File: src/source/chess_pkg.sv
package chess_pkg;

   typedef logic [3:0]        piece_t;    // bit 3 black, 2..0 kind
   typedef logic [255:0]      board_t;    // square n at bits 4n+3..4n
   typedef logic [5:0]        square_t;   // row * 8 + col
   typedef logic signed [4:0] coord_t;    // room to step off the board
   typedef logic [2:0]        dir_t;
   typedef logic [6:0]        move_index_t;
   typedef logic [7:0]        move_count_t;

   localparam logic [2:0] piece_empty  = 3'd0;
   localparam logic [2:0] piece_pawn   = 3'd1;
   localparam logic [2:0] piece_knight = 3'd2;
   localparam logic [2:0] piece_bishop = 3'd3;
   localparam logic [2:0] piece_rook   = 3'd4;
   localparam logic [2:0] piece_queen  = 3'd5;
   localparam logic [2:0] piece_king   = 3'd6;

   localparam int black_bit = 3;

   localparam int max_moves = 128;

   // offsets indexed by [kind][dir]
   localparam coord_t row_offset [0:7][0:7] = '{
      '{ 0,  0,  0,  0,  0,  0,  0,  0},   // empty
      '{ 0,  0,  0,  0,  0,  0,  0,  0},   // pawn
      '{-2, -1,  1,  2,  2,  1, -1, -2},   // knight
      '{ 1,  1, -1, -1,  0,  0,  0,  0},   // bishop
      '{ 0,  0,  1, -1,  0,  0,  0,  0},   // rook
      '{-1, -1, -1,  0,  0,  1,  1,  1},   // queen
      '{-1, -1, -1,  0,  0,  1,  1,  1},   // king
      '{ 0,  0,  0,  0,  0,  0,  0,  0}
   };

   localparam coord_t col_offset [0:7][0:7] = '{
      '{ 0,  0,  0,  0,  0,  0,  0,  0},
      '{ 0,  0,  0,  0,  0,  0,  0,  0},
      '{-1, -2, -2, -1,  1,  2,  2,  1},
      '{ 1, -1,  1, -1,  0,  0,  0,  0},
      '{ 1, -1,  0,  0,  0,  0,  0,  0},
      '{-1,  0,  1, -1,  1, -1,  0,  1},
      '{-1,  0,  1, -1,  1, -1,  0,  1},
      '{ 0,  0,  0,  0,  0,  0,  0,  0}
   };

   localparam logic [3:0] dir_count [0:7] = '{0, 0, 8, 4, 4, 8, 8, 0};

   // bishop, rook and queen keep walking
   localparam logic [7:0] slider_kinds = 8'b0011_1000;

endpackage
File: src/source/square_counter.sv
`timescale 1ns/100ps

module square_counter
(
   input  logic               clk,
   input  logic               reset,
   input  logic               load,
   input  logic               next_square,
   input  logic               next_dir,
   input  logic               dir_start,
   output chess_pkg::square_t square,
   output chess_pkg::dir_t    dir
);

   logic active;   // set once a board is loaded

   always_ff @(posedge clk)
   begin
      if (reset)
      begin
         square <= '0;
         dir    <= '0;
         active <= 1'b0;
      end
      else if (load)
      begin
         square <= '0;
         dir    <= '0;
         active <= 1'b1;
      end
      else if (next_square)
      begin
         square <= square + chess_pkg::square_t'(1);
         dir    <= '0;   // new piece starts at its first direction
      end
      else if (next_dir)
         dir <= dir + chess_pkg::dir_t'(1);
   end

   // scan runs only after a load and ends at h8 without wrapping
   assert property (@(posedge clk) disable iff (reset)
      (next_square || dir_start) |-> active && !(next_square && &square));

endmodule

File: config.mk
export PLATFORM = sky130hd
export DESIGN_NAME = square_counter
export DESIGN_NICKNAME = d
export VERILOG_FILES = /design/src/source/chess_pkg.sv /design/src/source/square_counter.sv
export SDC_FILE = /design/constraint.sdc
export NUM_CORES = 1
export LEC_CHECK = 0
export CAP_MARGIN = 40
export CORE_AREA = 2 2 39 41
export DETAILED_ROUTE_END_ITERATION = 10
export DIE_AREA = 0 0 41 43
export DONT_BUFFER_PORTS = 1
export PLACE_DENSITY = 0.54
export SLEW_MARGIN = 20
export SYNTH_ARGS = -nofsm -noshare
export SYNTH_HDL_FRONTEND = slang
export SYNTH_SLANG_ARGS = --single-unit
File: constraint.sdc
create_clock -name clk -period 2 [get_ports clk]
set_input_delay 0.1 -clock clk [delete_from_list [all_inputs] [get_ports clk]]
set_output_delay 0.1 -clock clk [all_outputs]
set_load 0.01 [all_outputs]
Word level (Yosys, flattened, before mapping)
Cells that the tools add are included.

operators by class
  add/subtract/negate cells = 2
  multipliers = 0
  divide/modulo/power cells = 0
  order comparisons = 0
  equality and inequality tests = 0
  shift-type cells = 0
  multiplexer cells = 0
  bitwise logic cells = 0
  reduce and logical (&&, ||, !) cells = 2

operator list
  kind                                         count
  adder 6 x 1 -> 6 bit, second input constant  1
  adder 3 x 1 -> 3 bit, second input constant  1
  OR reduction 3 bit                           1
  OR reduction 2 bit                           1

storage, ports and cells
  register bits = 9
  latch bits = 0
  bits in writable memories = 0
  ROM bits = 0
  bits of input ports = 6
  output and inout port bits = 9
  memories = 0

Logic depth before layout (Yosys ltp)
  depth in word-level cells = 1
  mapped depth = 4

Worst setup path before layout
No wires, ideal clock.

  path kind = flip-flop to flip-flop
  start point = register square[0]
  end point = register square[5]
  library setup time = 0.070 ns
  arrival = 1.043 ns
  setup slack = 0.887 ns
  cell stages (with the launch flop) = 4
  path through = dfxtp_1 > nand4_4 > or3_1 > a21oi_1

between the ends
  cells in the longest elaborated chain, start to end = 1

RTL lines
  element                 line                  RTL
  start, declared         square_counter.sv:11  output chess_pkg::square_t square,
  start signal, assigned  square_counter.sv:33  square <= square + chess_pkg::square_t'(1);
  adder 6 x 1 -> 6 bit    square_counter.sv:33

No other way between the ends.
A chain may end at the register's enable or synchronous reset.

Worst setup path in the final report
Ends and elaborated chain as after synthesis.

==> run_results.csv <==
group,metric,value,unit
finish,finish.net_count,50,
pwr,clock_power_share,41.2,%
sta,postLayoutSetupSlackWorst,815,ps
drt,drt.antenna.violating_nets,0,
pwr,max-vdd-ir-drop,269,uV
setup_path,type_of_the_setup_path_with_the_least_slack,"flop to flop",
die,floorplan.die.width,41,um
setup_path,endpoint_arrival_time_on_the_critical_path,1380,ps
pwr,total_leakage_power,0.000164,uW
placement,postPlaceCellArea,393,um^2
setup_path,worstPathMaxFanout,4,
sta,timing.final.max_slew_violations,0,
synthesis,ys_warn_count,0,
die,row_count,14,
synthesis,synth_top_cells_by_count,"sky130_fd_sc_hd__dfxtp_1 (9), sky130_fd_sc_hd__nor2_1 (5), sky130_fd_sc_hd__xor2_1 (4)",
clock_network,h-tree-depth,1,
pwr,switchingPower,76.9,uW
sta,finalWorstPathRequiredPeriod,1190,ps
drt,postRouteWirelength,638,um
synthesis,synth_seq_cells,9,
grt,grt_use_met1,9.03,%
grt,antenna_violations_before_repair,0,
clock_network,clkSlewWorstSetupHoldPaths,70,ps
placement,numPortBuffers,0,
clock_network,worst_skew_pair.late_latency,260,ps
synthesis,synth_fp_nets,46,
sta,timing.setup.tns,0,ps
synthesis,syn_inst,38,
run,cap_violations,0,
synthesis,share_of_the_synthesized_area_in_the_top_cell_type,46.5,%
pwr,portion_of_total_power_attributed_to_sequential_cells,54.8,%
grt,gr-usage-all-layers,9.45,%
grt,top_usage_layer,"met2",
clock_network,tritoncts_clock_tree,"done",
finish,fill_cell_instance_count_of_the_final_layout,150,
drt,drt_first_pass_iters,2,
synthesis,synth.area.top_cells,"sky130_fd_sc_hd__dfxtp_1 (46%), sky130_fd_sc_hd__xor2_1 (9.0%), sky130_fd_sc_hd__ha_1 (6.5%)",
worst_hold_path,timing.hold.worst.class,"input pin to flop",
finish,design_area,430,um^2
finish,layout-drive-gt1-share,14.6,%
sta,max_clock_freq,844,MHz
finish,post_layout_nonfiller_instances,57,
die,core_area,1380,um^2
die,design.die.area,1760,um^2
drt,drcViolationCount,0,
grt,grt_pass1_wl,1040,um
clock_network,clock-sinks,9,
sta,clock-skew-final,5.47,ps
finish,area_delta_synth_final,11.0,%
drt,wl_per_cell,11.2,um
die,dieHeight,43,um
pwr,p_per_area,787,nW/um^2
clock_network,tritoncts.num_buffers,3,
placement,dp_slack,811,ps
pwr,power.share.combinational,4.1,%
synthesis,synth_async_sr_flop_share,0,%
sta,relSlewSlack,81.0,%
worst_hold_path,worst_hold_path.num_cells,2,
sta,hold_violations,0,
synthesis,synth.yosys.seq_area_share,46.5,%
placement,detailedPlacementHpwl,471,um
drt,post_drt_via_cell_ratio,4.56,
die,floorplan.io_pins,15,
sta,period_share,59.3,%
finish,seqCellArea,180,um^2
synthesis,yosys.cell_count.top_type,"sky130_fd_sc_hd__dfxtp_1",
sta,final-setup-viol-count,0,
setup_path,worst_ep_required_time,2200,ps
setup_path,ff2ff_path_depth,3,
synthesis,syn-mean-instance-area,10.2,um^2
run_status,run_status,"finished clean",
placement,place.gp.congestion,0.595,
clock_network,clockBufferDepth,2,
setup_path,setup_crit_end_kind,"flop",
synthesis,dominantRegCellSynth,"sky130_fd_sc_hd__dfxtp_1",
sta,worst_pin_slew,285,ps
drt,drt-initial-drc-count,3,
grt,grt_overflow,0,
pwr,internal_power,262,uW
grt,grt_use_met2,12.8,%
synthesis,yosysTopAreaCell,"sky130_fd_sc_hd__dfxtp_1",
placement,dp_cells,52,
die,initial_utilization,28.0,%
clock_network,cts_resized,0,
setup_path,startpoint_type,"flop",
synthesis,synth.distinct_cells,16,
grt,first_global_vias,245,
sta,hold_slack_final,16.7,ps
drt,via_count,260,
synthesis,synth_enable_flop_cells,0,
synthesis,synth.cell_area,388,um^2
finish,diodes,0,
finish,multi_input_comb_area,193,um^2
sta,grt_setup_unrepaired,"false",
pwr,power.switching_fraction,22.7,%
grt,grt_max_degree,10,
grt,use_met3,5.24,%
clock_network,root_buffer,"sky130_fd_sc_hd__clkbuf_4",
what timing repair did:
action	CTS	global route
hold buffers	1	0
buffers inserted	0	0
hold endpoints to repair	5	0
worst max-delay path, cell delays in order, from the launching register on:
cell and delay, ps:
sky130_fd_sc_hd__dfxtp_1 480, sky130_fd_sc_hd__nand4_4 140, sky130_fd_sc_hd__or3_1 360, sky130_fd_sc_hd__a21oi_1 130
layer usage:
layer | share of wire (%) | wire, um
met1 | 42 | 271
met5 | 0 | 0
met2 | 47 | 300
met4 | 1.9 | 12
met3 | 8.3 | 53
layout make-up:
cell class / count / share of cell area [%]
Timing Repair Buffer: 1 / 2.33
Tap cell: 16 / 4.65
Clock buffer: 3 / 5.23
Clock inverter: 1 / 1.16
Multi-Input combinational cell: 27 / 44.8
Sequential cell: 9 / 41.9
sequential cells by signal, indices dropped and copies added, names as in the netlist:
signal and flops:
square 6, dir 3
final timing paths:
| check | start | to | slack [ps] |
|---|---|---|---|
| max | square[0] | square[5] | 810 |
| min reg2reg | square[5] | square[5] | 530 |
| max reg2reg | square[0] | square[5] | 810 |
| min | next_dir | dir[0] | 20 |
cell families (layout without fill, tap and decap cells):
group                    after synthesis  in the layout  synth area share (%)
AND/OR/NAND/NOR                       15             15                  21.9
flip-flops                             9              9                  46.5
XOR/XNOR                               6              6                  13.5
adder cells (fa/ha/maj)                2              2                  6.45
AO/OA/AOI/OAI                          2              2                  2.58
multiplexers                           2              2                  5.16
buffers and inverters                  2              5                  3.87
stage by stage:
step / power [uW] / util, %
global route: 360 / 31.1
global placement: 200 / 28.4
floorplan: 203 / -
finish: 339 / 31.1
CTS: 349 / 31.1
detailed placement: 201 / 28.4
power by group through the flow:
stage	sequential (uW)	clock (uW)	combinational (uW)
after global routing	186	158	15.6
after global placement	190	0	10.6
after floorplan	189	0	13.9
final	186	140	13.8
after CTS	186	149	14.1
after detailed placement	190	0	10.8
placed cells by master, fill, tap and decap left out:
cell	synthesis	routed
sky130_fd_sc_hd__ha_1	2	2
sky130_fd_sc_hd__or3_1	1	1
sky130_fd_sc_hd__clkinv_2	0	1
sky130_fd_sc_hd__o21ai_0	1	1
sky130_fd_sc_hd__nor2_1	5	5
sky130_fd_sc_hd__or2_2	1	1
sky130_fd_sc_hd__mux2i_1	2	2
sky130_fd_sc_hd__nand4_1	1	1
sky130_fd_sc_hd__nand2_1	3	3
sky130_fd_sc_hd__dfxtp_1	9	9
sky130_fd_sc_hd__xor2_1	4	4
sky130_fd_sc_hd__nand4_4	1	1
sky130_fd_sc_hd__a21oi_1	1	1
sky130_fd_sc_hd__xnor2_1	2	2
sky130_fd_sc_hd__nor3_1	3	3
sky130_fd_sc_hd__clkbuf_4	0	3
sky130_fd_sc_hd__dlygate4sd3_1	0	1
Power figures use the tool's default switching activity.
