<file path="config.mk">
export PLATFORM = sky130hd
export DESIGN_NAME = ray_stepper
export DESIGN_NICKNAME = d
export VERILOG_FILES = /design/src/source/chess_pkg.sv /design/src/source/ray_stepper.sv
export SDC_FILE = /design/constraint.sdc
export NUM_CORES = 1
export LEC_CHECK = 0
export CAP_MARGIN = 20
export CORE_AREA = 2 2 46 48
export CTS_CLUSTER_DIAMETER = 150
export DETAILED_ROUTE_END_ITERATION = 10
export DIE_AREA = 0 0 48 50
export DONT_BUFFER_PORTS = 1
export PLACE_DENSITY = 0.79
export SYNTH_ARGS = -nofsm -noshare
export SYNTH_HDL_FRONTEND = slang
export SYNTH_SLANG_ARGS = --single-unit
export TNS_END_PERCENT = 30
</file>
<file path="constraint.sdc">
create_clock -name clk -period 8.48 [get_ports clk]
set_input_delay 1.272 -clock clk [delete_from_list [all_inputs] [get_ports clk]]
set_output_delay 1.272 -clock clk [all_outputs]
set_load 0.005 [all_outputs]
</file>
<file path="src/source/chess_pkg.sv">
package chess_pkg;

   typedef logic [3:0]        piece_t;    // bit 3 black, 2..0 kind
   typedef logic [255:0]      board_t;    // square n at bits 4n+3..4n
   typedef logic [5:0]        square_t;   // row * 8 + col
   typedef logic signed [4:0] coord_t;    // room to step off the board
   typedef logic [2:0]        dir_t;
   typedef logic [6:0]        move_index_t;
   typedef logic [7:0]        move_count_t;

   localparam logic [2:0] piece_empty  = 3'd0;
   localparam logic [2:0] piece_pawn   = 3'd1;
   localparam logic [2:0] piece_knight = 3'd2;
   localparam logic [2:0] piece_bishop = 3'd3;
   localparam logic [2:0] piece_rook   = 3'd4;
   localparam logic [2:0] piece_queen  = 3'd5;
   localparam logic [2:0] piece_king   = 3'd6;

   localparam int black_bit = 3;

   localparam int max_moves = 128;

   // offsets indexed by [kind][dir]
   localparam coord_t row_offset [0:7][0:7] = '{
      '{ 0,  0,  0,  0,  0,  0,  0,  0},   // empty
      '{ 0,  0,  0,  0,  0,  0,  0,  0},   // pawn
      '{-2, -1,  1,  2,  2,  1, -1, -2},   // knight
      '{ 1,  1, -1, -1,  0,  0,  0,  0},   // bishop
      '{ 0,  0,  1, -1,  0,  0,  0,  0},   // rook
      '{-1, -1, -1,  0,  0,  1,  1,  1},   // queen
      '{-1, -1, -1,  0,  0,  1,  1,  1},   // king
      '{ 0,  0,  0,  0,  0,  0,  0,  0}
   };

   localparam coord_t col_offset [0:7][0:7] = '{
      '{ 0,  0,  0,  0,  0,  0,  0,  0},
      '{ 0,  0,  0,  0,  0,  0,  0,  0},
      '{-1, -2, -2, -1,  1,  2,  2,  1},
      '{ 1, -1,  1, -1,  0,  0,  0,  0},
      '{ 1, -1,  0,  0,  0,  0,  0,  0},
      '{-1,  0,  1, -1,  1, -1,  0,  1},
      '{-1,  0,  1, -1,  1, -1,  0,  1},
      '{ 0,  0,  0,  0,  0,  0,  0,  0}
   };

   localparam logic [3:0] dir_count [0:7] = '{0, 0, 8, 4, 4, 8, 8, 0};

   // bishop, rook and queen keep walking
   localparam logic [7:0] slider_kinds = 8'b0011_1000;

endpackage
</file>
<file path="src/source/ray_stepper.sv">
`timescale 1ns/100ps

module ray_stepper
(
   input  logic               clk,
   input  chess_pkg::square_t square,
   input  chess_pkg::dir_t    dir,
   input  logic [2:0]         kind,
   input  logic               dir_start,
   input  logic               step,
   output chess_pkg::square_t target,
   output logic               on_board,
   output logic               is_slider,
   output logic               dir_last
);

   chess_pkg::coord_t row;
   chess_pkg::coord_t col;
   chess_pkg::coord_t row_off;
   chess_pkg::coord_t col_off;
   chess_pkg::coord_t square_row;
   chess_pkg::coord_t square_col;

   assign row_off    = chess_pkg::row_offset[kind][dir];
   assign col_off    = chess_pkg::col_offset[kind][dir];
   assign square_row = chess_pkg::coord_t'({2'b00, square[5:3]});
   assign square_col = chess_pkg::coord_t'({2'b00, square[2:0]});

   always_ff @(posedge clk)
   begin
      if (dir_start)
      begin
         row <= square_row + row_off;   // first target of the ray
         col <= square_col + col_off;
      end
      else if (step)
      begin
         row <= row + row_off;
         col <= col + col_off;
      end
   end

   assign target = {row[2:0], col[2:0]};

   // both coordinates within 0..7
   assign on_board = (row[4:3] == 2'b00) && (col[4:3] == 2'b00);

   assign is_slider = chess_pkg::slider_kinds[kind];
   assign dir_last  = ({1'b0, dir} == chess_pkg::dir_count[kind] - 4'd1);

endmodule

</file>
[Word-level counts from Yosys, hierarchy flattened]
Memory sizes are Yosys's and may differ from the RTL's.
Index checks and enable logic that the tools add are counted.
Cells by class
  eq/ne operators: 1
  multipliers: 0
  bitwise operators: 2
  muxes and demuxes: 17
  div/mod/pow operators: 0
  reduce and logical (&&, ||, !) cells: 4
  $lt $le $gt $ge: 3
  add/subtract/negate cells: 5
  shifts and indexed selects: 0
Operators with widths (count)
  40-bit two-way mux: 4
  5-bit two-way mux: 8
  5-bit binary-select mux with 3-bit select: 2
  4-bit by 5-bit adder with 5-bit output: 2
  5-bit adder: 2
  4-bit >= comparator (second input constant): 2
  4-bit two-way mux: 2
  3-bit inverter with 4-bit output: 2
  3-bit by 4-bit == test with 1-bit output: 1
  2-bit zero test: 2
  3-bit by 4-bit < comparator with 1-bit output (second input constant): 1
  4-bit by 1-bit subtractor with 4-bit output (second input constant): 1
  2-bit nonzero test: 1
  1-bit logical AND: 1
  1-bit two-way mux: 1
Word-level totals
  word-level logic and storage cells: 38
  bits in writable memories: 0
  memories kept: 4
  bits in latches: 0
  flip-flop bits (word level): 10
  input bits: 15
  memory bits (read-only): 680
  output and inout bits: 9
Memories
  (no name shown): words 8, width 40, rd ports 1, clocked after memory_dff 0, write ports 0, RTL line ray_stepper.sv:25  | assign col_off = chess_pkg::col_offset[kind][dir];
  (no name shown): words 8, width 40, rd ports 1, clocked after memory_dff 0, write ports 0, RTL line ray_stepper.sv:24  | assign row_off = chess_pkg::row_offset[kind][dir];
  (no name shown): words 8, width 4, rd ports 1, clocked after memory_dff 0, write ports 0, RTL line ray_stepper.sv:49  | assign dir_last = ({1'b0, dir} == chess_pkg::dir_count[kind] - 4'd1);
  (no name shown): words 8, width 1, rd ports 1, clocked after memory_dff 0, write ports 0, RTL line ray_stepper.sv:48  | assign is_slider = chess_pkg::slider_kinds[kind];

[Longest topological paths before layout]
Gate-level depths: netlist (run 1).
  word-level depth: 10
  gate-level depth with buffers: 14
  mapped depth without buffers: 13

[Least setup slack after synthesis (run 1)]
Ideal clock, no wire load.
  kind: input to register
  from: input port kind[0]
  to: register row[4], data pin
  arrival: 3.468 ns
  stages on the path: 11
  setup slack: 4.754 ns
  cell sequence: inv_1 ha_1 mux4_2 a211oi_1 a21oi_1 ha_1 fa_1 a21o_1 a21oi_1 xnor2_1 xnor2_1
On the way
  cells in the longest elaborated chain, start to end: 10
Ends and longest elaborated chain
  start, declared: RTL line ray_stepper.sv:8  | input logic [2:0] kind,
  3-bit inverter with 4-bit output (implied by the code) *: RTL line ray_stepper.sv:24
  memory 8 x 40 bit *
  40-bit two-way mux (implied by the code) * (2 in a row): RTL line ray_stepper.sv:24
  5-bit binary-select mux with 3-bit select *: RTL line ray_stepper.sv:24
  5-bit two-way mux (implied by the code) * (2 in a row): RTL line ray_stepper.sv:24
  5-bit adder: RTL line ray_stepper.sv:38  | row <= row + row_off;
  5-bit two-way mux: RTL line ray_stepper.sv:36  | else if (step)
  5-bit two-way mux *: RTL line ray_stepper.sv:31  | if (dir_start)
  end signal, assigned: RTL line ray_stepper.sv:33  | row <= square_row + row_off;
  end signal, assigned: RTL line ray_stepper.sv:38
  end, declared: RTL line ray_stepper.sv:17  | chess_pkg::coord_t row;
Every way passes the cells marked *; elsewhere a longest branch is shown, timed or not. The select of a mux whose other input is x is not followed.
A chain may end at the register's enable or synchronous reset.

[Worst setup path in the final report (run 1)]
Ends and elaborated chain as after synthesis.

==> results of run 1 <==
sequential cells by signal, indices dropped and copies added, names as in the netlist:
register and cells:
col 5, row 5
layout make-up:
class	instances	area, um^2	share of cell area, %
multi-input cells	95	772	67.3
flip-flops and latches	10	300	26.2
well taps	27	33.8	2.94
clock buffers	3	22.5	1.96
inverters	5	18.8	1.64
critical path, stage by stage:
cell and delay (ns):
inv_1 0.03, ha_1 0.41, nand2b_1 0.25, nand2_1 0.09, nor2_1 0.04, a211oi_1 0.21, a21oi_1 0.08, ha_1 0.22
fa_1 0.42, a21o_1 0.20, a21oi_1 0.17, xnor2_1 0.16, xnor2_1 0.08
cell usage after synthesis, types with 4 or more instances:
library cell	number
mux2_2	7
xnor2_1	6
ha_1	12
a211oi_1	6
nand2b_1	6
a21o_1	4
edfxtp_1	10
buf_4	7
inv_1	5
a21oi_1	9
nor2b_1	5
nor2_1	8
nand2_1	6
routing by layer:
layer  routed length [um]  vias up  share of wire [%]  track usage [%]
met2                 1050       31                 50             32.7
met5                    0        -                  0                0
met3                   84        2                4.0             2.93
met4                   17        0               0.81             8.11
met1                  937      394                 45             24.1
li1                     -      421                  -                -
cells by family after synthesis:
family          after synthesis  synth area share [%]
simple gates                 32                  13.8
compound gates               31                  18.0
buf+inv                      19                  9.69
fa+ha+maj                    14                  16.0
mux                          10                  11.3
flops                        10                  25.3
xor+xnor                      8                  5.90
power by group through the flow:
stage | Combinational [mW] | Sequential [mW] | Clock (mW)
floorplan | 0.0920 | 0.0900 | 0
global placement | 0.0807 | 0.0950 | 0
detailed placement | 0.0841 | 0.0959 | 0
CTS | 0.0843 | 0.0949 | 0.0330
global route | 0.0952 | 0.0981 | 0.0360
finish | 0.0836 | 0.0943 | 0.0323
cells in the final DEF, fill, tap and decap left out, drive strengths merged, types with 2 or more instances in the layout:
master and n:
nand2 6, o21ai 3, inv 5, xnor2 6
a211oi 6, a21o 5, fa 2, edfxtp 10
o22ai 2, nand3 3, mux2 7, clkbuf 3
mux4 2, xor2 2, nor2 8, nand2b 6
nor2b 5, a21oi 9, ha 12
how the worst min path moves through the flow:
stage                     cells past startpoint  startpoint     end
after floorplan                               2      row[0]  row[0]
after global placement                        2      col[0]  col[0]
after detailed placement                      2      col[0]  col[0]
after CTS                                     2      col[0]  col[0]
after global routing                          2      col[0]  col[0]
final                                         2      col[0]  col[0]
==> reports/qor.yml, run 1 <==
overflow: 0
ys_seq_elements: 10
grt_pass1_vias: 797
skew_ns: 0.000227
setup_ws_ns: 4.87
drv_slew: 0
placedCellCount: 137
ios: 24
grt_max_degree: 21
pwr-share-seq_pct: 44.9
cap_violations: 0
cts_setup_buffers: 0
relSlewSlack_pct: 71.5
ant_nets: 0
port_buffers: 0
area_delta_synth_final_pct: -3.37
crit_fanout: 9
finalSetupTns_ns: 0
synth_nets: 153
regToRegStartpoint: "row[0]"
synth_top_cells_by_area: "edfxtp_1, ha_1, mux2_2"
async_flop_share_pct: 0
cts_tree: "yes"
antenna_found_initial: 0
htree_levels: 1
finalHoldViolCount: 0
sw_frac_of_total_pct: 31.8
vias: 848
numCtsBuffers: 3
grt_pass1_wl_um: 3380
cp-end-kind: "flip-flop"
yosysTopAreaCellShare_pct: 25.3
syn_avg_cell_area_um2: 9.58
fmax_mhz: 277
n_antenna_cell: 0
fin_area_mm2: 0.00115
p_leak_nw: 0.481
clockBufferDepth: 2
drtIter0Drc: 26
final_util_pct: 60.3
die_w_um: 48
wl_um: 2090
num-fill-cells: 174
reg2reg_to: "row[4]"
syn_area_mm2: 0.00119
netlist_instances: 124
worstSkewPairLatency_ns: 0.27
hp-class: "reg -> reg"
crit_start: "kind[0]"
whs_ns: 0.736
die_y_um: 50
ff2ff_path_depth: 7
p_sw_uw: 66.8
finalCritPeriodShare_pct: 42.6
via_per_inst: 6.06
core-area_mm2: 0.00190
drc: 0
path_class: "in -> reg"
die-area_mm2: 0.00240
min_period_ns: 3.61
final_net_count: 144
p_int_uw: 143
combPwrFrac_pct: 39.8
finalPower_uw: 210
peakVddDrop_mv: 0.105
synthFlopType: "edfxtp_1"
synth_edf_count: 10
cts.sinks: 10
drive_gt1_share_pct: 15.0
cp.required_ns: 8.50
status: "finished clean"
clkTransAtPathRegs_ns: 0.06
r2r_slack_ns: 6.30
yosysWarnings: 0
power_frac_clock_pct: 15.4
rsz0062_at_grt: "no"
start_kind: "input port"
ys_types: 35
ctsResizeCount: 0
ys_seq_area_share_pct: 25.3
dpl.hpwl_um: 1610
setup_viol: 0
stdcell_count: 140
cts_hold_buf: 0
pre_cts_ws_ns: 4.58
dpl_cell_area_mm2: 0.00112
routabilityCongestion: 0.861
crit_path_end: "row[4]"
track_usage_pct: 19.6
first_pass_iters: 4
worstPathArrival_ns: 3.63
yosysTopAreaCell: "edfxtp_1"
power_density_mw_per_mm2: 183
fp-row-count: 16
tightest_slew_ns: 0.425
floorplan.initialDensity_pct: 62.4
wl_per_cell_um: 14.9
cts-root-buf: "clkbuf_4"
Note: power is estimated with default switching activity, not from simulation.
==> run 2: changes to the inputs <==
CORE_AREA = 2 2 47 49   (was 2 2 46 48)
DIE_AREA = 0 0 49 51   (was 0 0 48 50)
PLACE_DENSITY = 0.76   (was 0.79)
clock period = 3.5 ns   (was 8.48 ns; I/O delays follow)
==> run 2 against run 1 <==
Against the previous run:
- clock-buffer cell count unchanged
- clock power rose to 2.5 times the previous value
- via count up 2.1%
- wire length fell by 2.3%
- clock skew hardly changed
- sequential share of layout area about the same
==> reports/qor.yml, run 2 (synthesis results as in run 1) <==
path_class: "in -> reg"
pwr-share-seq_pct: 44.6
grt_pass1_wl_um: 3380
final_common_cell: "ha_1"
cts_hold_buf: 0
cts_setup_buffers: 0
slowest_delay_ns: 0.50
skew_ns: 0.000326
finalCritPeriodShare_pct: 81.5
dpl_cell_area_mm2: 0.00113
cts.sinks: 10
min_period_ns: 2.85
vias: 866
drive_gt1_share_pct: 15.0
clockBufferDepth: 2
cp_cell_sequence: "inv_1, ha_1, mux4_2, a211oi_1, a21oi_1, ha_1, fa_1, a21o_1, a21oi_1, xnor2_1, xnor2_1"
htree_levels: 1
drv_slew: 0
port_buffers: 0
num-fill-cells: 184
clkTransAtPathRegs_ns: 0.07
crit_family: "adder cells"
grt_max_degree: 21
drc: 0
r2r_slack_ns: 1.30
hp-class: "in -> reg"
final_cell_mix: "ha_1, edfxtp_1, a21oi_1, nor2_1, mux2_2"
ios: 24
critPathSlowestCell: "mux4_2"
setup_viol: 0
final_net_count: 144
finalSetupTns_ns: 0
drtIter0Drc: 27
cp.required_ns: 3.52
ant_nets: 0
reg_top3: "col x5, row x5"
die_y_um: 51
start_kind: "input port"
antenna_found_initial: 0
first_pass_iters: 4
peakVddDrop_mv: 0.181
via_per_inst: 6.14
track_usage_pct: 17.8
finalHoldViolCount: 0
rsz0062_at_grt: "no"
power_density_mw_per_mm2: 449
ctsResizeCount: 0
wl_um: 2040
fmax_mhz: 351
die_w_um: 49
path_buf_inv: 1
overflow: 0
status: "finished clean"
p_int_uw: 347
worstSkewPairLatency_ns: 0.27
sw_frac_of_total_pct: 32.6
grt_pass1_vias: 776
relSlewSlack_pct: 71.7
p_leak_nw: 0.481
tightest_slew_ns: 0.422
numCtsBuffers: 3
cap_violations: 0
dpl.hpwl_um: 1600
floorplan.initialDensity_pct: 57.6
area_delta_synth_final_pct: -3.27
crit_fanout: 6
worstPathArrival_ns: 2.87
routabilityCongestion: 0.846
wl_per_cell_um: 14.5
cts-root-buf: "clkbuf_4"
die-area_mm2: 0.00250
fp-row-count: 17
fin_area_mm2: 0.00115
regArea_um2: 300
p_sw_uw: 168
power_frac_clock_pct: 15.8
multiInputGateArea_um2: 772
cp-end-kind: "flip-flop"
n_antenna_cell: 0
cts_tree: "yes"
core-area_mm2: 0.00206
combPwrFrac_pct: 39.6
## run 2: layer usage
| layer | vias up | wire length (um) | track usage [%] |
|---|---|---|---|
| li1 | 425 | - | - |
| met1 | 409 | 932 | 22.8 |
| met2 | 29 | 1010 | 29.2 |
| met3 | 3 | 72 | 1.46 |
| met4 | 0 | 29 | 11.4 |
| met5 | - | 0 | 0 |
## run 2: layout make-up
cell class	count	area share, %
multi-input cells	95	67.2
flip-flops and latches	10	26.1
well taps	28	3.05
clock buffers	3	1.96
inverters	5	1.63
## run 2: worst paths after layout
check             from  endpoint  cells after the start
min          square[0]    col[0]                      2
min reg2reg     col[0]    col[0]                      2
max reg2reg     row[0]    row[4]                      7
max            kind[0]    row[4]                     11
## run 2: through the flow
step           hold WS, ns  power, mW  worst slack [ns]  util, %  instances
6_report             0.596      0.516             0.649     55.7        141
5_1_grt              0.615      0.558             0.461     55.7        141
4_1_cts              0.604      0.519             0.625     55.7        141
3_5_place_dp         0.725      0.440             0.340     54.6        138
3_3_place_gp         0.718      0.426             0.461     54.6        138
2_1_floorplan        0.673      0.441             0.521        -        124
## run 2: power groups by stage
stage	clock [mW]	sequential (mW)	combinational, mW
finish	0.0817	0.230	0.204
global route	0.0896	0.236	0.232
CTS	0.0813	0.231	0.207
detailed placement	0	0.234	0.206
global placement	0	0.230	0.196
floorplan	0	0.218	0.223
## run 2: worst register-to-register path, delay by kind of cell (launching register included)
family	cells	cell delay [ns]
adders and majority gates	2	0.62
DFF	1	0.40
xor gates and xnor gates	2	0.27
muxes	1	0.29
AOI/OAI and AO/OA	2	0.37
