## src/source/move_gen_fsm.sv

```systemverilog
`timescale 1ns/100ps

module move_gen_fsm
(
   input  logic clk,
   input  logic reset,
   input  logic board_valid,
   input  logic clear_moves,
   input  logic own_piece,
   input  logic is_slider,
   input  logic dir_last,
   input  logic square_last,
   input  logic on_board,
   input  logic target_empty,
   input  logic target_enemy,
   output logic load,
   output logic dir_start,
   output logic step,
   output logic next_dir,
   output logic next_square,
   output logic record,
   output logic moves_ready
);

   typedef enum logic [2:0]
   {
      state_idle,
      state_scan,
      state_dir_init,
      state_probe,
      state_advance,
      state_done
   } state_t;

   state_t state;
   state_t state_next;
   logic   dir_done;   // current ray finished

   always_ff @(posedge clk)
   begin
      if (reset)
         state <= state_idle;
      else
         state <= state_next;
   end

   always_comb
   begin
      load        = 1'b0;
      dir_start   = 1'b0;
      step        = 1'b0;
      next_dir    = 1'b0;
      next_square = 1'b0;
      record      = 1'b0;
      dir_done    = 1'b0;
      state_next  = state;
      case (state)
         state_idle:
            if (board_valid)
            begin
               load       = 1'b1;
               state_next = state_scan;
            end
         state_scan:
            if (own_piece)
               state_next = state_dir_init;
            else if (square_last)
               state_next = state_done;
            else
               next_square = 1'b1;   // stay in scan
         state_dir_init:
         begin
            dir_start  = 1'b1;
            state_next = state_probe;
         end
         state_probe:
            if (on_board && (target_empty || target_enemy))
            begin
               record     = 1'b1;
               state_next = state_advance;
            end
            else
               dir_done = 1'b1;   // edge or own piece
         state_advance:
            if (is_slider && target_empty)
            begin
               step       = 1'b1;
               state_next = state_probe;
            end
            else
               dir_done = 1'b1;
         state_done:
            if (clear_moves)
               state_next = state_idle;
         default:
            state_next = state_idle;
      endcase

      if (dir_done)
      begin
         if (!dir_last)
         begin
            next_dir   = 1'b1;
            state_next = state_dir_init;
         end
         else if (square_last)
            state_next = state_done;
         else
         begin
            next_square = 1'b1;
            state_next  = state_scan;
         end
      end
   end

   assign moves_ready = (state == state_done);

   // a move is only stored from a probed target
   assert property (@(posedge clk) disable iff (reset) record |-> state == state_probe);

   assert property (@(posedge clk) reset |=> !moves_ready);

endmodule

```

## config.mk

```make
export PLATFORM = sky130hd
export DESIGN_NAME = move_gen_fsm
export DESIGN_NICKNAME = d
export VERILOG_FILES = /design/src/source/move_gen_fsm.sv
export SDC_FILE = /design/constraint.sdc
export NUM_CORES = 1
export LEC_CHECK = 0
export ABC_CLOCK_PERIOD_IN_PS = 1100
export BUFFER_PORTS_ARGS = -buffer_cell sky130_fd_sc_hd__buf_4
export CAP_MARGIN = 0
export CORE_AREA = 3 3 40 42
export CTS_CLUSTER_DIAMETER = 30
export DETAILED_ROUTE_END_ITERATION = 8
export DIE_AREA = 0 0 43 45
export GPL_ROUTABILITY_DRIVEN = 0
export GPL_TIMING_DRIVEN = 0
export HOLD_SLACK_MARGIN = 0.05
export MAX_ROUTING_LAYER = met4
export PLACE_DENSITY = 0.53
export SETUP_SLACK_MARGIN = 0.4
export SLEW_MARGIN = 20
export SYNTH_ARGS = -nofsm -noshare
export SYNTH_HDL_FRONTEND = slang
export SYNTH_SLANG_ARGS = --single-unit
```

## constraint.sdc

```tcl
create_clock -name clk -period 1.1 [get_ports clk]
set_input_delay 0.165 -clock clk [delete_from_list [all_inputs] [get_ports clk]]
set_output_delay 0.165 -clock clk [all_outputs]
set_load 0.01 [all_outputs]
```

# Word level (Yosys, flattened, before mapping)
# Cells that the tools add are included.
dict set report classes {
  n_eq_ne 10
  muxes 28
  reduce_logical 5
}
# cell n
set op_table {}
lappend op_table {{$mux W3} 9}
lappend op_table {{$pmux W3 S6} 1}
lappend op_table {{$mux W1} 17}
lappend op_table {{$ne A3 B3 Y1 const B} 3}
lappend op_table {{$eq A3 B2 Y1 const B} 2}
lappend op_table {{$eq A3 B3 Y1 const B} 2}
lappend op_table {{$reduce_and A5 Y1} 1}
lappend op_table {{$ne A4 B4 Y1 const B} 1}
lappend op_table {{$eq A3 B1 Y1 const B} 1}
lappend op_table {{$logic_not A3 Y1} 1}
lappend op_table {{$ne A3 B2 Y1 const B} 1}
lappend op_table {{$logic_and A1 B1 Y1} 2}
lappend op_table {{$pmux W1 S2} 1}
lappend op_table {{$logic_or A1 B1 Y1} 1}
dict set report word_totals {
  register_bits 3
  in_bits 11
  out_inout_bits 7
  elab_cells 44
}

# Depth between registers and ports, before layout
# Gate-level depths: netlist of the first run.
dict set report depth {
  word_depth 6
  mapped_depth 5
  depth_no_buf 4
}

# Least setup slack after synthesis of the first run
# Ideal clock, no wire load.
dict set report synth_timing {
  path_kind {register -> register}
  start {register state[1]}
  end {register state[1]}
  setup_ps 120
  t_arrival_ps 1160
  t_required_ps 980
  slack_ps -180
  stages_incl_launch_ff 6
  n_path_buf 1
  synth_period_minus_slack_ps 1280
  cell_sequence {dfxtp_1 buf_6 nor2b_1 a32oi_2 nor2_2 o31a_1}
}
dict set report synth_between {
  elab_chain_len 4
  elab_cells_between_ends 15
  cone_classes {eq/ne (10); mux (3); reduce/logical (2)}
}
# element line
set synth_rtl {}
lappend synth_rtl {{start, declared} 35} ;# state_t state;
lappend synth_rtl {{start signal, assigned} 42} ;# state <= state_idle;
lappend synth_rtl {{start signal, assigned} 44} ;# state <= state_next;
lappend synth_rtl {{$eq A3 B3 Y1 / $eq A3 B2 Y1 (equally long branches)} 57} ;# case (state)
lappend synth_rtl {{$pmux W1 S2} 57}
lappend synth_rtl {{$ne A4 B4 Y1 (no source line) (tied with other cells)} n/a}
lappend synth_rtl {{$reduce_and A5 Y1 (no source line)} n/a}
# Parallel ways exist; a longest one is shown, timed or not.
# A chain may end at the register's enable or synchronous reset.

# Worst setup path after layout of the first run
dict set report layout_timing {
  start {register state[1]}
  end {output port next_square}
}
dict set report layout_between {
  elab_chain_len 5
  elab_cells_between_ends 8
  cone_classes {eq/ne (3); mux (5)}
}
# element line
set layout_rtl {}
lappend layout_rtl {{$eq A3 B1 Y1} 57}
lappend layout_rtl {{$mux W1} 57}
lappend layout_rtl {{$mux W1} 106} ;# else if (square_last)
lappend layout_rtl {{$mux W1} 101} ;# if (!dir_last)
lappend layout_rtl {{$mux W1 *} 99} ;# if (dir_done)
lappend layout_rtl {{end, declared} 20} ;# output logic next_square,
# Every way passes the cells marked *; elsewhere a longest branch is shown, timed or not.

==> results of run 1 <==
through the flow:
stage          cells  cell area, um2  util, %   power, W
2_1_floorplan     45           377.9        -  0.0006200
3_3_place_gp      77           524.3    40.80  0.0007953
3_5_place_dp      77           524.3    40.80  0.0007918
4_1_cts           93           690.7    53.75   0.001191
5_1_grt           93           710.7    55.31   0.001327
6_report          93           710.7    55.31   0.001243
cell families after synthesis:
group                  Yosys count  share of synthesized area [%]
AND/OR/NAND/NOR                 24                          40.60
buffers and inverters            6                          11.65
AO/OA/AOI/OAI                   11                          26.70
flip-flops                       3                          18.05
multiplexers                     1                          3.008
layout by cell type, fill, tap and decap left out, types with 2 or more instances in the layout:
| master | n |
|---|---|
| dfxtp_2 | 2 |
| buf_6 | 8 |
| and3_4 | 2 |
| nand3_2 | 2 |
| nor2_1 | 4 |
| buf_4 | 23 |
| clkbuf_4 | 3 |
| inv_1 | 2 |
| nor2_2 | 2 |
| nand2b_1 | 2 |
| a32oi_1 | 2 |
| o21ai_0 | 2 |
| nand2_1 | 3 |
where the power goes:
group | internal [W] | switching (W)
Combinational | 0.000461 | 0.000384
Sequential | 0.000160 | 0.0000446
Clock | 0.000136 | 0.0000576
Total | 0.000757 | 0.000486
layout make-up:
cell class              instances  area [um2]  area share (%)
plain buffers                   3       33.78           4.754
repair buffers                 29       244.0           34.33
well taps                      15       18.77           2.641
multi-input cells              36       305.3           42.96
clock buffers                   4       26.28           3.697
flip-flops and latches          3       66.31           9.331
inverters                       3       16.27           2.289
routing by layer:
metal  wire length (um)  vias to the layer above  share of wire (%)
met3                126                        2                 10
met4                 15                        0                1.2
met5                  0                        -                  0
met2                619                       27                 51
met1                442                      216                 37
li1                   -                      231                  -
how the worst max path moves through the flow:
stage | endpoint | slack [ns]
2_1_floorplan | next_square | -0.13
3_3_place_gp | next_square | -0.31
3_5_place_dp | next_square | -0.29
4_1_cts | next_square | -0.45
5_1_grt | next_square | -0.51
6_report | next_square | -0.45
worst max-delay path, delay by kind of cell (launching register included):
kind	cells	cell delay [ns]
AOI/OAI and AO/OA	2	0.40
buffers and inverters	2	0.26
DFF	1	0.31
and+or+nand+nor	2	0.19
what timing repair did:
| action | 4_1_cts | 5_1_grt |
|---|---|---|
| gates resized for setup | 13 | 5 |
| buffers inserted | 12 | 0 |
| pin swaps | 10 | 3 |
| endpoints found under the setup margin | 10 | 10 |
==> key figures, run 1 <==
Job
  – Number of max-capacitance violations reported: 0

Setup path
  – Maximum fanout along the worst path: 3
  – Beginning of the critical path: state[1]
  – Critical path class: register to output port
  – Arrival time reported for the critical path endpoint: 1.39 ns
  – R2R depth: 7
  – Cell with the biggest individual delay on the critical path: dfxtp_2
  – FF-to-FF setup slack: -0.32 ns
  – Data required, critical path: 0.94 ns
  – Cell Chain, Critical Path: buf_6 -> nor2b_4 -> a32o_2 -> a32oi_1 -> nor2_1 -> buf_4
  – Worst r2r dst: state[1]
  – Crit end category: output port
  – Startpoint of the lowest-slack register-to-register path: state[2]
  – Element type at the critical path start: register
  – Delay of the slowest cell on the worst path: 0.31 ns

Logic synthesis
  – Top_reg_cell synth: dfxtp_1
  – Fraction of synthesis flops using an asynchronous set or reset pin: 0%
  – Share of the yosys chip area belonging to registers: 18.05%
  – Gate Count Post-Synth: 45
  – Avg Inst Size Synth: 7.396 um2
  – Number of different library cells in the post-synthesis netlist: 25
  – Synth Register Bits: 3
  – Number of enable flip-flop cells after synthesis: 0
  – Synthesis warning total: 0
  – Mapped Nets: 56
  – Mapped cell area: 332.8 um2
  – Most instantiated library cell after synthesis: nor2_1
  – Area share of the largest cell type after synthesis: 18.05%
  – Ranking of synthesized cells by area: dfxtp_1, buf_6, nor2_1
  – Synth area leader: dfxtp_1

Cells and area
  – Layout net count: 90
  – Register ranked first by flip-flop count: state
  – Largest register FFs: 3
  – Layout filler cell count: 127
  – Share of cells above drive strength 1: 67.95%
  – Ant diodes: 0
  – Syn-to-layout area delta: 113.5%
  – Biggest registers after layout: state x3

Pwr
  – Pwr Density: 1749 mW/mm2
  – Static Leakage: 0.3222 nW
  – Maximum ir drop on the vdd rail: 0.0005958 V

Clock tree
  – Clock latency at the later pin of the worst-skew pair: 0.23 ns
  – Total CTS buffers: 3
  – Worst-case clock buffer depth: 2
  – Hold-fix buffers, CTS: 0
  – Count of H-tree levels built during CTS: 1
  – Number of sinks handled by clock tree synthesis: 3
  – Clk slew on worst S/H paths: 0.04 ns
  – Cell at the root of the clock tree: clkbuf_4
  – Clock tree from TritonCTS: yes

Floorplan
  – Starting Density: 25.90%
  – Total Die Area: 0.001935 mm2
  – Number of top-level design ports: 18
  – Die Y: 45 um
  – Die X-Extent: 43 um
  – Site row count: 13
  – Core outline area: 0.001285 mm2

STA
  – Layout Skew: 0.004839 ns
  – Fmax: 645.1 MHz
  – Final max-slew violation count: 0
  – TNS Setup: -2.811 ns
  – Slew at the pin closest to its max-slew limit: 0.4473 ns
  – Final-report setup violation count: 10
  – Final-report hold violation count: 0
  – Worst hold slack across all endpoints: 0.1870 ns
  – Final setup slack of the worst path: -0.4502 ns
  – Setup repair after global routing missed its margin: yes
  – Tcrit/Tclk final: 140.9%
  – Worst max-slew margin expressed relative to the limit: 69.87%
  – Minimum clock period: 1.550 ns

Placement
  – Count of input and output buffers: 17
  – Setup Slack @ Placement: -0.2946 ns
  – Detailed placement HPWL: 775.5 um

Global route
  – Maximum number of pins on one net before global-route repair: 11
  – Met2 usage in global routing: 24.85%
  – Number of global-route vias before repair: 496
  – Wire length of the first global-routing pass: 1.994 mm
  – Global-route total usage across every layer: 13.96%
  – Antenna violations before repair: 0
  – Busiest metal layer after global routing: met2
  – GR Util met3: 4.781%
  – Met1 track demand over resource in global routing: 13.67%
  – Overall overflow remaining after global route: 0

Run status
  – Violations in the final reports: negative setup slack
  – Outcome: complete, but fails checks

Drt
  – Final routed wire length divided by cell count: 12.94 um
  – Average via count per standard cell: 5.118
  – Count of routing violations after the opening detailed-route iteration: 8
  – Via Count: 476
  – Number of remaining DRC errors: 0
  – Wire length after detailed routing: 1.203 mm
  – Number of optimization iterations in the first detailed-route pass: 4
  – Antenna-violating nets left: 0

Hold path
  – Hold path depth: 2
  – Min-delay worst type: input pin to register
  – Hold Path End: state[0]
  – Min-Delay Startpoint: reset
Power figures use the tool's default switching activity.
==> inputs of run 2 (changes only) <==
--- a/config.mk
+++ b/config.mk
@@ -5,11 +5,11 @@
 export SDC_FILE = /design/constraint.sdc
 export NUM_CORES = 1
 export LEC_CHECK = 0
-export ABC_CLOCK_PERIOD_IN_PS = 1100
 export BUFFER_PORTS_ARGS = -buffer_cell sky130_fd_sc_hd__buf_4
 export CAP_MARGIN = 0
 export CORE_AREA = 3 3 40 42
 export CTS_CLUSTER_DIAMETER = 30
+export CTS_CLUSTER_SIZE = 28
 export DETAILED_ROUTE_END_ITERATION = 8
 export DIE_AREA = 0 0 43 45
 export GPL_ROUTABILITY_DRIVEN = 0
@@ -22,3 +22,4 @@
 export SYNTH_ARGS = -nofsm -noshare
 export SYNTH_HDL_FRONTEND = slang
 export SYNTH_SLANG_ARGS = --single-unit
+export TNS_END_PERCENT = 20
==> run 2 against run 1 <==
The flow still finishes with violations (negative setup slack). Design area fell by 15%. Worst setup slack improved by 0.0050 ns. Total power fell by 16%. Wire length fell by 17%. Count of clock-buffer cells in the layout did not move. Critical path depth did not move. Clock skew fell by 0.0041 ns. Maximum frequency rose by 0.32%. Sequential power fell by 5%. Sequential cell count did not move. Via count fell by 6.1%.
==> key figures, run 2 (synthesized netlist as in run 1, its figures left out) <==
Floorplan
  – Total Die Area: 0.001935 mm2 (unchanged)
  – Die Y: 45 um (unchanged)
  – Starting Density: 25.90% (unchanged)
  – Site row count: 13 (unchanged)
  – Number of top-level design ports: 18 (unchanged)
  – Core outline area: 0.001285 mm2 (unchanged)
  – Die X-Extent: 43 um (unchanged)

Job
  – Number of max-capacitance violations reported: 0 (unchanged)

Cells and area
  – Top library cells by usage in the layout, fill and taps aside: buf_4, nor2_1, buf_6
  – Share of cells above drive strength 1: 54.17% (-14 points)
  – Final std cell area, no fill: 604.3 um2 (-15%)
  – Largest register FFs: 3 (unchanged)
  – Layout net count: 84 (-6.7%)
  – Final standard cell utilization of the core: 47.03% (-8.3 points)
  – Leading cell type in the layout, fill and taps excluded: buf_4
  – Biggest registers after layout: state x3
  – Register ranked first by flip-flop count: state
  – Syn-to-layout area delta: 81.58%
  – Ant diodes: 0 (unchanged)

Clock tree
  – Cell at the root of the clock tree: clkbuf_4
  – Worst-case clock buffer depth: 2 (unchanged)
  – Total CTS buffers: 3 (unchanged)
  – Hold-fix buffers, CTS: 0 (unchanged)
  – Clock tree from TritonCTS: yes
  – Clk slew on worst S/H paths: 0.04 ns (about the same)
  – Clock latency at the later pin of the worst-skew pair: 0.23 ns (about the same)
  – Count of H-tree levels built during CTS: 1 (unchanged)
  – Number of sinks handled by clock tree synthesis: 3 (unchanged)

Pwr
  – Maximum ir drop on the vdd rail: 0.0005479 V (-8.0%)
  – Static Leakage: 0.2778 nW (-14%)
  – Pwr Density: 1725 mW/mm2 (-1.4%)
  – Total power of the final layout: 0.001043 W (-16%)

Setup path
  – Worst r2r dst: state[1]
  – Element type at the critical path start: register
  – Critical path class: register to output port
  – Startpoint of the lowest-slack register-to-register path: state[2]
  – R2R depth: 6 (-1)
  – FF-to-FF setup slack: -0.21 ns (+0.11 ns)
  – Maximum fanout along the worst path: 3 (unchanged)
  – Data required, critical path: 0.94 ns (about the same)
  – Crit end category: output port
  – Arrival time reported for the critical path endpoint: 1.38 ns (about the same)

Hold path
  – Hold Path End: state[0]
  – Hold path depth: 2 (unchanged)
  – Min-Delay Startpoint: reset
  – Min-delay worst type: input pin to register

STA
  – Final max-slew violation count: 0 (unchanged)
  – TNS Setup: -2.430 ns (+0.3805 ns)
  – Fmax: 647.1 MHz (+0.32%)
  – Setup repair after global routing missed its margin: yes
  – Final-report hold violation count: 0 (unchanged)
  – Minimum clock period: 1.545 ns (-0.004966 ns)
  – Slew at the pin closest to its max-slew limit: 0.5223 ns (+0.07504 ns)
  – Tcrit/Tclk final: 140.5% (-0.45 points)
  – Final-report setup violation count: 10 (unchanged)
  – Worst max-slew margin expressed relative to the limit: 64.81% (-5.1 points)
  – Final setup slack of the worst path: -0.4453 ns (+0.004966 ns)
  – Layout Skew: 0.0007499 ns (-0.004089 ns)

Global route
  – Antenna violations before repair: 0 (unchanged)
  – Wire length of the first global-routing pass: 1.794 mm (-10%)
  – Overall overflow remaining after global route: 0 (unchanged)
  – Maximum number of pins on one net before global-route repair: 11 (unchanged)
  – Number of global-route vias before repair: 455 (-8.3%)
  – Global-route total usage across every layer: 12.14% (-1.8 points)

Drt
  – Metal3 WL: 77 um (-39%)
  – Via Count: 447 (-6.1%)
  – Count of routing violations after the opening detailed-route iteration: 1 (-7)
  – Final routed wire length divided by cell count: 11.49 um (-11%)
  – Antenna-violating nets left: 0 (unchanged)
  – Routed length on met2: 522 um (-16%)
  – Average via count per standard cell: 5.138 (+0.38%)
  – Number of optimization iterations in the first detailed-route pass: 4 (unchanged)
  – Top metal layer carrying routed signals: met4
  – Wire length after detailed routing: 1.000 mm (-17%)
  – Number of remaining DRC errors: 0 (unchanged)
  – Wire length on met1: 394 um (-11%)

Placement
  – Detailed placement HPWL: 726.4 um (-6.3%)
  – Setup Slack @ Placement: -0.3074 ns (-0.01287 ns)
  – Standard cell area after detailed placement: 490.5 um2 (-6.4%)
  – Count of input and output buffers: 17 (unchanged)

Run status
  – Violations in the final reports: negative setup slack
  – Outcome: complete, but fails checks
run 2: cell count changes in the layout (fill, tap and decap cells not counted), sizes merged:
cell  previous run  this run
buf             32        26
run 2: through the flow:
step	hold slack (ns)	instances
after floorplan	0.2782	45
after global placement	0.4069	77
after detailed placement	0.4222	77
after CTS	0.1604	87
after global routing	0.1662	87
final	0.1617	87
run 2: worst max-delay path by stage:
| stage | from | to | slack (ns) | cells after the start |
|---|---|---|---|---|
| 2_1_floorplan | state[1] | next_square | -0.14 | 5 |
| 3_3_place_gp | state[1] | next_square | -0.29 | 6 |
| 3_5_place_dp | state[1] | next_square | -0.31 | 6 |
| 4_1_cts | state[2] | next_square | -0.46 | 6 |
| 5_1_grt | state[1] | next_square | -0.51 | 6 |
| 6_report | state[1] | next_square | -0.45 | 6 |
run 2: critical path: stages (launching register included):
cell	delay, ns
dfxtp_1	0.30
buf_6	0.12
nor2b_4	0.13
a32o_2	0.25
a32oi_1	0.16
nor2_1	0.06
buf_4	0.14
run 2: cell type report:
cell class              count  area, um2
clock buffers               4      26.28
repair buffers             23      180.2
multi-input cells          36      275.3
plain buffers               3      30.03
fillers                   146      680.7
well taps                  15      18.77
flip-flops and latches      3      62.56
inverters                   3      11.26
run 2: power breakdown:
part	internal (W)	switching, W
combinational	0.000350	0.000310
sequential	0.000151	0.0000434
clock	0.000136	0.0000526
run 2: layer usage:
metal | global-route usage [%] | vias to the layer above
met5 | - | -
met3 | 2.789 | 2
li1 | - | 222
met1 | 13.84 | 204
met2 | 22.16 | 19
met4 | 1.807 | 0
run 2: what timing repair did:
| item | CTS | global route |
|---|---|---|
| buffers inserted | 6 | 0 |
| pin swaps | 7 | 2 |
| endpoints found under the setup margin | 10 | 10 |
| endpoints found under the hold margin | 0 | 0 |
| gates resized for setup | 7 | 4 |
